<file path="config.mk">
export PLATFORM = sky130hd
export DESIGN_NAME = fe
export DESIGN_NICKNAME = d
export VERILOG_FILES = /design/src/design/fe_instr_pkg.sv /design/src/design/fe_mem_pkg.sv /design/src/design/fe_if.sv /design/src/design/fe_ctl.sv /design/src/design/fe_buf.sv /design/src/design/icache.sv /design/src/design/fe_csr.sv /design/src/design/fe.sv
export SDC_FILE = /design/constraint.sdc
export NUM_CORES = 2
export LEC_CHECK = 0
export BUFFER_PORTS_ARGS = -buffer_cell sky130_fd_sc_hd__clkbuf_2
export CAP_MARGIN = 5
export CORE_MARGIN = 3
export CORE_UTILIZATION = 61
export DETAILED_ROUTE_END_ITERATION = 7
export PLACE_DENSITY = 0.89
export SYNTH_ARGS = -nofsm -noshare
export SYNTH_HDL_FRONTEND = slang
export SYNTH_SLANG_ARGS = --single-unit
</file>
<file path="constraint.sdc">
create_clock -name clk -period 19.4 [get_ports clk]
set_clock_uncertainty 0.05 [all_clocks]
set_input_delay 1.94 -clock clk [delete_from_list [all_inputs] [get_ports clk]]
set_output_delay 1.94 -clock clk [all_outputs]
set_load 0.005 [all_outputs]
</file>
<file path="src/design/fe_instr_pkg.sv">
package fe_instr_pkg;

    // Byte address of an instruction
    typedef logic [31:0] t_pc;

    // Raw 32-bit RISC-V encoding
    typedef logic [31:0] t_rv_instr;

    // Bumped on each redirect, tags in-flight requests
    typedef logic [1:0] t_epoch;

    // Packet handed to decode
    typedef struct packed {
        t_pc       pc;
        t_rv_instr instr;
    } t_instr_pkt;

    // Mispredict or nuke target
    typedef struct packed {
        logic valid;
        t_pc  pc;
    } t_redirect_pkt;

    typedef enum logic [1:0] {
        FE_IDLE,
        FE_RUN,
        FE_HALT
    } t_fe_state;

    // Straight-line fetch step
    localparam t_pc PC_STEP = 32'd4;

    // APB register map
    localparam int APB_AW = 8;
    localparam logic [APB_AW-1:0] CSR_CTRL     = 8'h00;
    localparam logic [APB_AW-1:0] CSR_RESET_PC = 8'h04;
    localparam logic [APB_AW-1:0] CSR_MISSES   = 8'h08;

    // CTRL bit fields
    localparam int CTRL_ENABLE = 0;
    localparam int CTRL_FLUSH  = 1;

endpackage

</file>
<file path="src/design/fe_mem_pkg.sv">
package fe_mem_pkg;

    localparam int ADDR_W          = 32;
    localparam int LINE_BYTES      = 16;
    localparam int INSTRS_PER_LINE = 4;
    localparam int IC_SETS         = 8;

    // Derived geometry
    localparam int LINE_OFF_W  = $clog2(LINE_BYTES);
    localparam int WORD_SEL_W  = $clog2(INSTRS_PER_LINE);
    localparam int LINE_ADDR_W = ADDR_W - LINE_OFF_W;
    localparam int IC_IDX_W    = $clog2(IC_SETS);
    localparam int IC_TAG_W    = LINE_ADDR_W - IC_IDX_W;

    // Line address as sent to L2
    typedef logic [LINE_ADDR_W-1:0] t_line_addr;

    // Word k sits in bits 32k+31:32k
    typedef logic [INSTRS_PER_LINE*32-1:0] t_line_data;

    typedef enum logic [1:0] {
        IC_IDLE,
        IC_LOOKUP,
        IC_MISS,
        IC_FILL
    } t_ic_state;

endpackage

</file>
<file path="src/design/fe_if.sv">
`timescale 1ns/1ps

// PC request from the fetch controller into the buffer
interface fe_fetch_if import fe_instr_pkg::*; ();

    logic   req_valid;
    t_pc    req_pc;
    t_epoch req_epoch;
    logic   req_ready;
    // Flushes the buffer and its output
    logic   redirect;

    modport ctl (
        output req_valid, req_pc, req_epoch, redirect,
        input  req_ready
    );

    modport fbuf (
        input  req_valid, req_pc, req_epoch, redirect,
        output req_ready
    );

endinterface

// Line request from the buffer into the icache
interface fe_line_if import fe_mem_pkg::*; ();

    logic       req_valid;
    t_line_addr req_line;
    logic       req_ready;
    // Single-cycle pulse per request
    logic       rsp_valid;
    t_line_data rsp_data;

    modport fbuf (
        output req_valid, req_line,
        input  req_ready, rsp_valid, rsp_data
    );

    modport cache (
        input  req_valid, req_line,
        output req_ready, rsp_valid, rsp_data
    );

endinterface

</file>
<file path="src/design/fe_ctl.sv">
`timescale 1ns/1ps

module fe_ctl import fe_instr_pkg::*; (
    input  logic          clk,
    input  logic          rst,
    input  logic          enable,
    input  t_pc           reset_pc,
    input  t_redirect_pkt br_mispred,
    input  t_redirect_pkt nuke,
    input  logic          resume_fetch,
    fe_fetch_if.ctl       fetch
);

    t_fe_state state;
    t_pc       pc;
    t_epoch    epoch;
    logic      start;
    logic      redirect;
    logic      accept;

    // First cycle after enable rises
    assign start = (state == FE_IDLE) && enable;

    // Any PC discontinuity kills what the buffer holds
    assign redirect = br_mispred.valid || nuke.valid || start;

    // No request while the PC is being replaced
    assign fetch.req_valid = (state == FE_RUN) && !redirect;
    assign fetch.req_pc    = pc;
    assign fetch.req_epoch = epoch;
    assign fetch.redirect  = redirect;

    assign accept = fetch.req_valid && fetch.req_ready;

    always_ff @(posedge clk) begin
        if (rst) begin
            state <= FE_IDLE;
            epoch <= '0;
        end else begin
            if (redirect) begin
                epoch <= epoch + 1'b1;
            end
            case (state)
                FE_IDLE: begin
                    if (enable) begin
                        state <= FE_RUN;
                    end
                end
                FE_RUN: begin
                    if (!enable) begin
                        state <= FE_IDLE;
                    end else if (nuke.valid) begin
                        state <= FE_HALT;
                    end
                end
                FE_HALT: begin
                    // Newer nuke keeps us parked
                    if (!enable) begin
                        state <= FE_IDLE;
                    end else if (resume_fetch && !nuke.valid) begin
                        state <= FE_RUN;
                    end
                end
                default: state <= FE_IDLE;
            endcase
        end
    end

    // PC update, nuke beats mispredict
    always_ff @(posedge clk) begin
        if (start) begin
            pc <= reset_pc;
        end else if (state != FE_IDLE && nuke.valid) begin
            pc <= nuke.pc;
        end else if (state == FE_RUN && br_mispred.valid) begin
            pc <= br_mispred.pc;
        end else if (accept) begin
            pc <= pc + PC_STEP;
        end
    end

    // Execute and retire must not redirect in the same cycle
    a_one_redirect: assert property (
        @(posedge clk) disable iff (rst)
        !(br_mispred.valid && nuke.valid)
    );

endmodule

</file>
<file path="src/design/fe_buf.sv">
`timescale 1ns/1ps

module fe_buf import fe_instr_pkg::*, fe_mem_pkg::*; (
    input  logic       clk,
    input  logic       rst,
    fe_fetch_if.fbuf   fetch,
    fe_line_if.fbuf    line,
    input  logic       decode_ready,
    output logic       valid_fe1,
    output t_instr_pkt instr_fe1
);

    logic                  line_valid;
    t_line_addr            line_tag;
    t_line_data            line_data;
    logic                  pend;
    t_line_addr            pend_line;
    t_epoch                pend_epoch;
    t_line_addr            req_line;
    logic [WORD_SEL_W-1:0] req_word;
    t_rv_instr             sel_instr;
    logic                  hit;
    logic                  hold;
    logic                  accept;
    logic                  line_fire;
    logic                  rsp_keep;

    // Split the requested PC
    assign req_line  = fetch.req_pc[ADDR_W-1:LINE_OFF_W];
    assign req_word  = fetch.req_pc[LINE_OFF_W-1:2];
    assign sel_instr = line_data[req_word*32 +: 32];

    assign hit  = line_valid && (line_tag == req_line);
    // Decode stall with something on the output
    assign hold = valid_fe1 && !decode_ready;

    assign fetch.req_ready = hit && !hold;
    assign accept          = fetch.req_valid && fetch.req_ready;

    // Miss goes out only with nothing in flight
    assign line.req_valid = fetch.req_valid && !hit && !pend;
    assign line.req_line  = req_line;
    assign line_fire      = line.req_valid && line.req_ready;

    // Epoch moved on, so the line is from before a redirect
    assign rsp_keep = line.rsp_valid && pend && (pend_epoch == fetch.req_epoch);

    always_ff @(posedge clk) begin
        if (rst) begin
            pend       <= 1'b0;
            line_valid <= 1'b0;
            valid_fe1  <= 1'b0;
        end else begin
            if (line_fire) begin
                pend <= 1'b1;
            end else if (line.rsp_valid) begin
                pend <= 1'b0;
            end

            if (fetch.redirect) begin
                line_valid <= 1'b0;
            end else if (rsp_keep) begin
                line_valid <= 1'b1;
            end

            if (fetch.redirect) begin
                valid_fe1 <= 1'b0;
            end else if (accept) begin
                valid_fe1 <= 1'b1;
            end else if (!hold) begin
                valid_fe1 <= 1'b0;
            end
        end
    end

    // Payload side
    always_ff @(posedge clk) begin
        if (line_fire) begin
            pend_line  <= req_line;
            pend_epoch <= fetch.req_epoch;
        end
        if (rsp_keep) begin
            line_tag  <= pend_line;
            line_data <= line.rsp_data;
        end
        if (accept) begin
            instr_fe1.pc    <= fetch.req_pc;
            instr_fe1.instr <= sel_instr;
        end
    end

    a_hold_stable: assert property (
        @(posedge clk) disable iff (rst)
        (valid_fe1 && !decode_ready) |=> $stable(instr_fe1)
    );

endmodule

</file>
<file path="src/design/icache.sv">
`timescale 1ns/1ps

module icache import fe_mem_pkg::*; (
    input  logic       clk,
    input  logic       rst,
    input  logic       flush,
    fe_line_if.cache   line,
    output logic       l2_req_valid,
    output t_line_addr l2_req_line,
    input  logic       l2_rsp_valid,
    input  t_line_data l2_rsp_data,
    output logic       miss
);

    t_ic_state             state;
    logic [IC_TAG_W-1:0]   tag_mem [IC_SETS];
    t_line_data            data_mem [IC_SETS];
    logic [IC_SETS-1:0]    valid_q;
    t_line_addr            lk_line;
    logic [IC_TAG_W-1:0]   rd_tag;
    logic                  rd_valid;
    t_line_data            rd_data;
    t_line_data            rsp_data_q;
    logic                  l2_req_q;
    logic [IC_IDX_W-1:0]   req_idx;
    logic [IC_IDX_W-1:0]   lk_idx;
    logic [IC_TAG_W-1:0]   lk_tag;
    logic                  accept;
    logic                  hit;
    logic                  fill;

    assign req_idx = line.req_line[IC_IDX_W-1:0];
    assign lk_idx  = lk_line[IC_IDX_W-1:0];
    assign lk_tag  = lk_line[LINE_ADDR_W-1:IC_IDX_W];

    assign line.req_ready = (state == IC_IDLE);
    assign accept         = line.req_valid && line.req_ready;

    // Compare against the tag read last cycle
    assign hit  = rd_valid && (rd_tag == lk_tag);
    assign fill = (state == IC_MISS) && l2_rsp_valid;

    // IC_FILL is the response cycle for both hit and refill
    assign line.rsp_valid = (state == IC_FILL);
    assign line.rsp_data  = rsp_data_q;

    assign l2_req_valid = l2_req_q;
    assign l2_req_line  = lk_line;
    assign miss         = l2_req_q;

    always_ff @(posedge clk) begin
        if (rst) begin
            state    <= IC_IDLE;
            valid_q  <= '0;
            l2_req_q <= 1'b0;
        end else begin
            l2_req_q <= 1'b0;
            case (state)
                IC_IDLE: begin
                    if (accept) begin
                        state <= IC_LOOKUP;
                    end
                end
                IC_LOOKUP: begin
                    if (hit) begin
                        state <= IC_FILL;
                    end else begin
                        state    <= IC_MISS;
                        l2_req_q <= 1'b1;
                    end
                end
                IC_MISS: begin
                    if (l2_rsp_valid) begin
                        state <= IC_FILL;
                    end
                end
                default: state <= IC_IDLE;
            endcase
            if (fill) begin
                valid_q[lk_idx] <= 1'b1;
            end
            // Flush wins over a fill in the same cycle
            if (flush) begin
                valid_q <= '0;
            end
        end
    end

    // Arrays and read registers
    always_ff @(posedge clk) begin
        if (accept) begin
            lk_line  <= line.req_line;
            rd_tag   <= tag_mem[req_idx];
            rd_data  <= data_mem[req_idx];
            rd_valid <= valid_q[req_idx];
        end
        if (state == IC_LOOKUP && hit) begin
            rsp_data_q <= rd_data;
        end
        if (fill) begin
            tag_mem[lk_idx]  <= lk_tag;
            data_mem[lk_idx] <= l2_rsp_data;
            rsp_data_q       <= l2_rsp_data;
        end
    end

    // L2 answers only the one miss we sent
    a_l2_rsp_in_miss: assert property (
        @(posedge clk) disable iff (rst)
        l2_rsp_valid |-> (state == IC_MISS)
    );

endmodule

</file>
<file path="src/design/fe_csr.sv">
`timescale 1ns/1ps

module fe_csr import fe_instr_pkg::*; (
    input  logic              clk,
    input  logic              rst,
    input  logic              psel,
    input  logic              penable,
    input  logic              pwrite,
    input  logic [APB_AW-1:0] paddr,
    input  logic [31:0]       pwdata,
    output logic [31:0]       prdata,
    output logic              pready,
    input  logic              miss,
    output logic              enable,
    output logic              flush,
    output t_pc               reset_pc
);

    logic        wr_en;
    logic        rd_en;
    logic [31:0] miss_cnt;
    logic [31:0] rd_mux;

    // Zero wait states
    assign pready = 1'b1;

    // Write lands at end of access, read captured in setup
    assign wr_en = psel && penable && pwrite;
    assign rd_en = psel && !penable && !pwrite;

    always_comb begin
        rd_mux = '0;
        case (paddr)
            // Flush bit always reads 0
            CSR_CTRL:     rd_mux[CTRL_ENABLE] = enable;
            CSR_RESET_PC: rd_mux = reset_pc;
            CSR_MISSES:   rd_mux = miss_cnt;
            default:      rd_mux = '0;
        endcase
    end

    always_ff @(posedge clk) begin
        if (rst) begin
            enable   <= 1'b0;
            flush    <= 1'b0;
            reset_pc <= '0;
            miss_cnt <= '0;
            prdata   <= '0;
        end else begin
            // One-cycle pulse
            flush <= wr_en && (paddr == CSR_CTRL) && pwdata[CTRL_FLUSH];
            if (wr_en && paddr == CSR_CTRL) begin
                enable <= pwdata[CTRL_ENABLE];
            end
            if (wr_en && paddr == CSR_RESET_PC) begin
                reset_pc <= pwdata;
            end
            // Read-only, bumps once per L2 request
            if (miss) begin
                miss_cnt <= miss_cnt + 32'd1;
            end
            if (rd_en) begin
                prdata <= rd_mux;
            end
        end
    end

endmodule

</file>
<file path="src/design/fe.sv">
`timescale 1ns/1ps

module fe import fe_instr_pkg::*, fe_mem_pkg::*; (
    input  logic              clk,
    input  logic              rst,

    input  logic              psel,
    input  logic              penable,
    input  logic              pwrite,
    input  logic [APB_AW-1:0] paddr,
    input  logic [31:0]       pwdata,
    output logic [31:0]       prdata,
    output logic              pready,

    output logic              l2_req_valid,
    output t_line_addr        l2_req_line,
    input  logic              l2_rsp_valid,
    input  t_line_data        l2_rsp_data,

    input  t_redirect_pkt     br_mispred,
    input  t_redirect_pkt     nuke,
    input  logic              resume_fetch,

    input  logic              decode_ready,
    output logic              valid_fe1,
    output t_instr_pkt        instr_fe1
);

    logic enable;
    logic flush;
    t_pc  reset_pc;
    logic miss;

    fe_fetch_if fetch_if ();
    fe_line_if  line_if ();

    fe_csr fe_csr (
        .clk, .rst,
        .psel, .penable, .pwrite, .paddr, .pwdata, .prdata, .pready,
        .miss, .enable, .flush, .reset_pc
    );

    fe_ctl fe_ctl (
        .clk, .rst, .enable, .reset_pc,
        .br_mispred, .nuke, .resume_fetch,
        .fetch (fetch_if.ctl)
    );

    fe_buf fe_buf (
        .clk, .rst,
        .fetch (fetch_if.fbuf),
        .line  (line_if.fbuf),
        .decode_ready, .valid_fe1, .instr_fe1
    );

    icache icache (
        .clk, .rst, .flush,
        .line (line_if.cache),
        .l2_req_valid, .l2_req_line, .l2_rsp_valid, .l2_rsp_data,
        .miss
    );

endmodule

</file>
# Word level (Yosys, flattened, before mapping)
# Memories as Yosys holds them, arrays and structs flattened. A register that Yosys moved wholly into a read port is not among the register bits.
# Cells that the tools add are included.
[totals]
regBits = 527
ram_bits = 1224
memories = 2
[classes]
add_sub_neg = 3
order_cmp = 3
eq_ne = 16
shift = 1
n_mux = 29
bitwise = 2
n_reduce_logical = 47
[mem_list]
columns = ["name", "words", "word_bits", "rd", "rd_clocked_by_memory_dff", "wr", "line", "text"]
rows = [
  ["icache.data_mem", 8, 128, 1, 1, 1, "icache.sv:17", "t_line_data data_mem [IC_SETS];"],
  ["icache.tag_mem", 8, 25, 1, 1, 1, "icache.sv:16", "logic [IC_TAG_W-1:0] tag_mem [IC_SETS];"],
]
[op_table]
columns = ["cell", "count"]
rows = [
  ["128-bit two-way mux", 2],
  ["32-bit two-way mux", 4],
  ["128-bit by 8-bit variable part select with 32-bit output", 1],
  ["31-bit one-hot mux with 2 select lines", 1],
  ["32-bit by 1-bit adder with 32-bit output, second input constant", 1],
  ["32-bit by 3-bit adder with 32-bit output, second input constant", 1],
  ["28-bit == test", 1],
  ["25-bit == test", 1],
  ["1-bit logical AND", 25],
  ["2-bit two-way mux", 7],
  ["2-bit one-hot mux with 3 select lines", 2],
  ["1-bit two-way mux", 10],
  ["8-bit by 3-bit == test with 1-bit output, second input constant", 1],
  ["8-bit by 4-bit == test with 1-bit output, second input constant", 1],
  ["1-bit logical NOT", 8],
  ["8-bit logical NOT", 1],
  ["3-bit by 4-bit less-than comparator with 1-bit output, second input constant", 2],
  ["2-bit inequality test, second input constant", 4],
  ["8-bit bitwise OR", 1],
  ["2-bit == test, second input constant", 3],
  ["2-bit nonzero test", 3],
  ["2-bit OR reduction", 3],
  ["2-bit by 1-bit == test with 1-bit output, second input constant", 2],
  ["2-bit logical NOT", 2],
  ["13 further kinds", 14],
]

# Depth between registers and ports, before layout
[depth]
word_depth = 10
ltp_mapped = 8
ltp_nobuf = 7

# Cells and area by module
# Synthesis repeated with hierarchy kept, for this count alone.
[hier_totals]
cells_unflattened = 3466
area_unflattened_um2 = 73434.2
[modules_own_cells]
columns = ["module", "n_inst", "cells_per_inst", "area_each_um2"]
rows = [
  ["icache", 1, 2314, 57498.9],
  ["fe_buf", 1, 385, 9012.4],
  ["fe_csr", 1, 485, 4321.6],
  ["fe_ctl", 1, 282, 2601.2],
]

# Least setup slack after synthesis
# OpenSTA, ideal clock, no wires.
[synth_path]
path_type = "input -> register"
startpoint = "input port l2_rsp_valid"
endpoint = "memory icache.data_mem[0][0] in the netlist's numbering, enable pin"
setup_time_ns = 1.043
arrival_ns = 16.702
setup_slack_ns = 1.605
cell_stages = 3
path_buffers = 1
path_cell_list = "nand2_1 clkbuf_1 nor4_1"
[synth_via]
elab_chain_cells = 3
[synth_lines]
columns = ["item", "line", "text"]
rows = [
  ["start: declaration", "fe.sv:17", "input logic l2_rsp_valid,"],
  ["1-bit logical AND", "icache.sv:41", "assign fill = (state == IC_MISS) && l2_rsp_valid;"],
  ["1-bit two-way mux", "icache.sv:100", "if (fill) begin"],
  ["1-bit two-way mux (not written as such)", "icache.sv:102", "data_mem[lk_idx] <= l2_rsp_data;"],
  ["end: declaration", "icache.sv:17", ""],
]
# No other way between the ends.

# Final worst setup path
[layout_path]
startpoint = "input port l2_rsp_valid"
endpoint = "memory icache.data_mem[3][102] in the netlist's numbering, enable pin"
# Same word-level chain as after synthesis.

==> run summary <==
via count: 37820
ratio of final minimum period to clock period: 24.44%
Final nets: 4048
Post-synth EDFFs: 1788
vias in the first global route: 37240
largest net degree at the start of global routing: 158
Syn Std Cell Area: 71660 um2
Register-to-Register Path Depth: 9
syn nets: 3607
GRT Residual Overflow: 0
Psw: 1.651 mW
multi-input logic area: 15000 um2
Async S/R FF share, synth: 0%
Sw Ratio: 20.48%
fin. max-slew vios: 0
met2 Resource Use GR: 52.06%
M1 GR Usage: 44.74%
Synth top area share: 74.92%
startpoint types: input port
Worst VDD drop: 0.0001056 V
Routability Congestion: 1.006
htree depth: 4
DPL Wire Length: 108.5 mm
drt pass-1 iters: 8
LEAKAGE: 26.08 nW
Worst Hold Class: reg -> reg
num ports: 369
Synth area leader: edfxtp_1
Avg WL per Cell: 36.22 um
Tmin final: 4.742 ns
Primary FF master, synth: edfxtp_1
pwr dens: 99.44 nW/um2
Core Footprint: 116400 um2
Max Cap Viol: 0
part of the power in registers: 55.5%
Initial Utilization: 61.59%
Layout area overhead: 13.11%
Reg clk slew, reported paths: 0.07 ns
Syn Area/Cell: 21.33 um2
row cnt: 125
post-synthesis xor/xnor area fraction: 1.355%
Die Area: 121600 um2
post-place instance area: 75310 um2
Cells after Synth: 3359
crit path max fanout: 47
largest family of logic cells by synthesized area: multiplexers
CTS Buf Count: 176
Post-DRT Antenna Nets: 0
Final Setup Violations: 0
YS warnings: 0
fmax: 0.2109 GHz
Die H: 348.8 um
hold-critical path depth: 0
failing checks: design-rule violations
Iter 0 DRT Violations: 6884
clock buffer depth: 3
layout cells sized above 1: 33.47%
cts-stage hold buffer count: 0
TritonCTS clock tree: built
Fillers: 6326
DRT Wirelength: 199.1 mm
setup TNS: 0 ns
simple-gate share of the synthesized area: 2.168%
Int Power: 6.409 mW
logic gate share of total power: 1.3%
Clk Latency, worst-skew pair: 0.80 ns
Post-CTS Setup Repair Bufs: 0
Power, Total: 8.060 mW
largest cells by area after synthesis: edfxtp_1 (75%), mux4_2 (11%), mux2_2 (4.4%), dfxtp_1 (3.2%), xor2_1 (0.71%)
first-pass GRT wire length: 282.4 mm
mean number of vias per cell: 6.881
commonest non-fill, non-tap cells in the layout: edfxtp_1 (1788), clkbuf_2 (367), mux4_2 (340), mux2_2 (282), clkbuf_16 (178)
run status: complete, but fails checks
final hold violations: 0
post-synthesis adder-cell area fraction: 0.1048%
clock root buffer: clkbuf_16
Slew HR: 10.52%
area occupied by registers: 56010 um2
commonest non-fill, non-tap cell in the layout: edfxtp_1
count of different cell masters after synthesis: 58
Clock Power Share: 43.1%
Critical Path RT: 19.74 ns
GR Util met3: 8.580%
mux cell area share after synthesis: 15.22%
CTS sink cnt: 1904
register area share after synthesis: 78.16%
overall routing resource usage: 33.08%
Crit. End Element: flip-flop
busiest grt layer: met2
Synth Register Bits: 1904
area fraction in compound gates after synthesis: 1.945%
RSZ-0062 raised after global routing: false
post-CTS sizing: 0
Die Wd: 348.8 um
WP data arrival: 5.08 ns
WS Path Type: in -> reg
fin area: 81060 um2
initial antenna violation count: 51
Residual DRC: 1
IO buf count: 367
fin util: 69.66%
Worst-Margin Slew: 1.342 ns
==> final cells by class <==
type / count / share of cell area, %
multi-input combinational: 1283 / 18.50
antenna: 25 / 0.07718
clock inverter: 107 / 1.315
inverter: 13 / 0.06946
timing repair buffer: 422 / 2.883
sequential: 1904 / 69.10
clock buffer: 218 / 5.694
tap: 1524 / 2.352
==> sequential cells by signal (all words and copies together) (netlist names), 2 cells and up <==
signal                  flops
fe_ctl.fetch.req_epoch      2
fe_csr.miss_cnt            32
icache.data_mem          1024
icache.valid_q              8
icache.rd_data            128
fe_buf.pend_line           28
fe_ctl.fetch.req_pc        32
fe_buf.pend_epoch           2
icache.rd_tag              25
fe_ctl.state                2
fe_buf.line_data          128
fe_buf.instr_fe1           64
fe_csr.prdata              32
icache.state                2
icache.line.rsp_data      128
fe_csr.reset_pc            32
fe_buf.line_tag            28
icache.tag_mem            200
==> per-layer routing <==
layer / vias to the layer above / wire (um)
li1: 14660 / -
met1: 19270 / 66930
met2: 3290 / 96430
met3: 557 / 25870
met4: 42 / 9564
met5: - / 275
==> cell families after synthesis <==
group                    after synthesis
buffers and inverters                172
multiplexers                         629
flip-flops                          1904
AO/OA/AOI/OAI                        215
other                                  1
XOR/XNOR                             110
adder cells (fa/ha/maj)                6
AND/OR/NAND/NOR                      322
==> critical path, cell delays in order <==
cell and delay, ns:
clkbuf_2 0.22, nand3_1 0.40, nor2_4 0.95, buf_4 0.67, buf_4 0.72
==> worst paths after layout <==
check | start | end | slack, ns
setup reg to reg | fe_ctl.fetch.req_pc[6] | icache.rd_data[57] | 14.70
hold reg to reg | icache.line.rsp_data[81] | fe_buf.line_data[81] | 0.36
hold / removal | icache.line.rsp_data[81] | fe_buf.line_data[81] | 0.36
setup / recovery | l2_rsp_valid | icache.data_mem[3][102] | 14.66
==> power by group through the flow <==
stage | clock (mW) | combinational [mW] | sequential, mW
3_5_place_dp | 0 | 0.0990 | 4.57
2_1_floorplan | 0 | 0.0265 | 4.57
3_3_place_gp | 0 | 0.0919 | 4.56
6_report | 3.48 | 0.106 | 4.48
5_1_grt | 3.63 | 0.113 | 4.47
4_1_cts | 3.50 | 0.104 | 4.48
==> Yosys cell counts, drive strengths merged (11+ instances only) <==
cell type  count
o21ai         36
a22oi         33
buf           89
xnor2         52
nand4         23
nor2          97
a211oi        36
clkbuf        70
nor4          12
dfxtp        116
nand2        104
inv           13
nor3          14
a21oi         72
nand3         26
xor2          58
a22o          13
mux4         340
mux2         283
edfxtp      1788
o21a          11
==> stage by stage <==
| step | instances | setup slack, ns | hold WS [ns] |
|---|---|---|---|
| final | 5496 | 14.66 | 0.3593 |
| after global routing | 5482 | 14.49 | 0.3561 |
| after CTS | 5471 | 14.63 | 0.3514 |
| after detailed placement | 5146 | 14.02 | 0.3545 |
| after global placement | 5146 | 14.02 | 0.3544 |
| after floorplan | 3359 | 1.605 | 0.3503 |
Note: power is estimated with default switching activity, not from simulation.
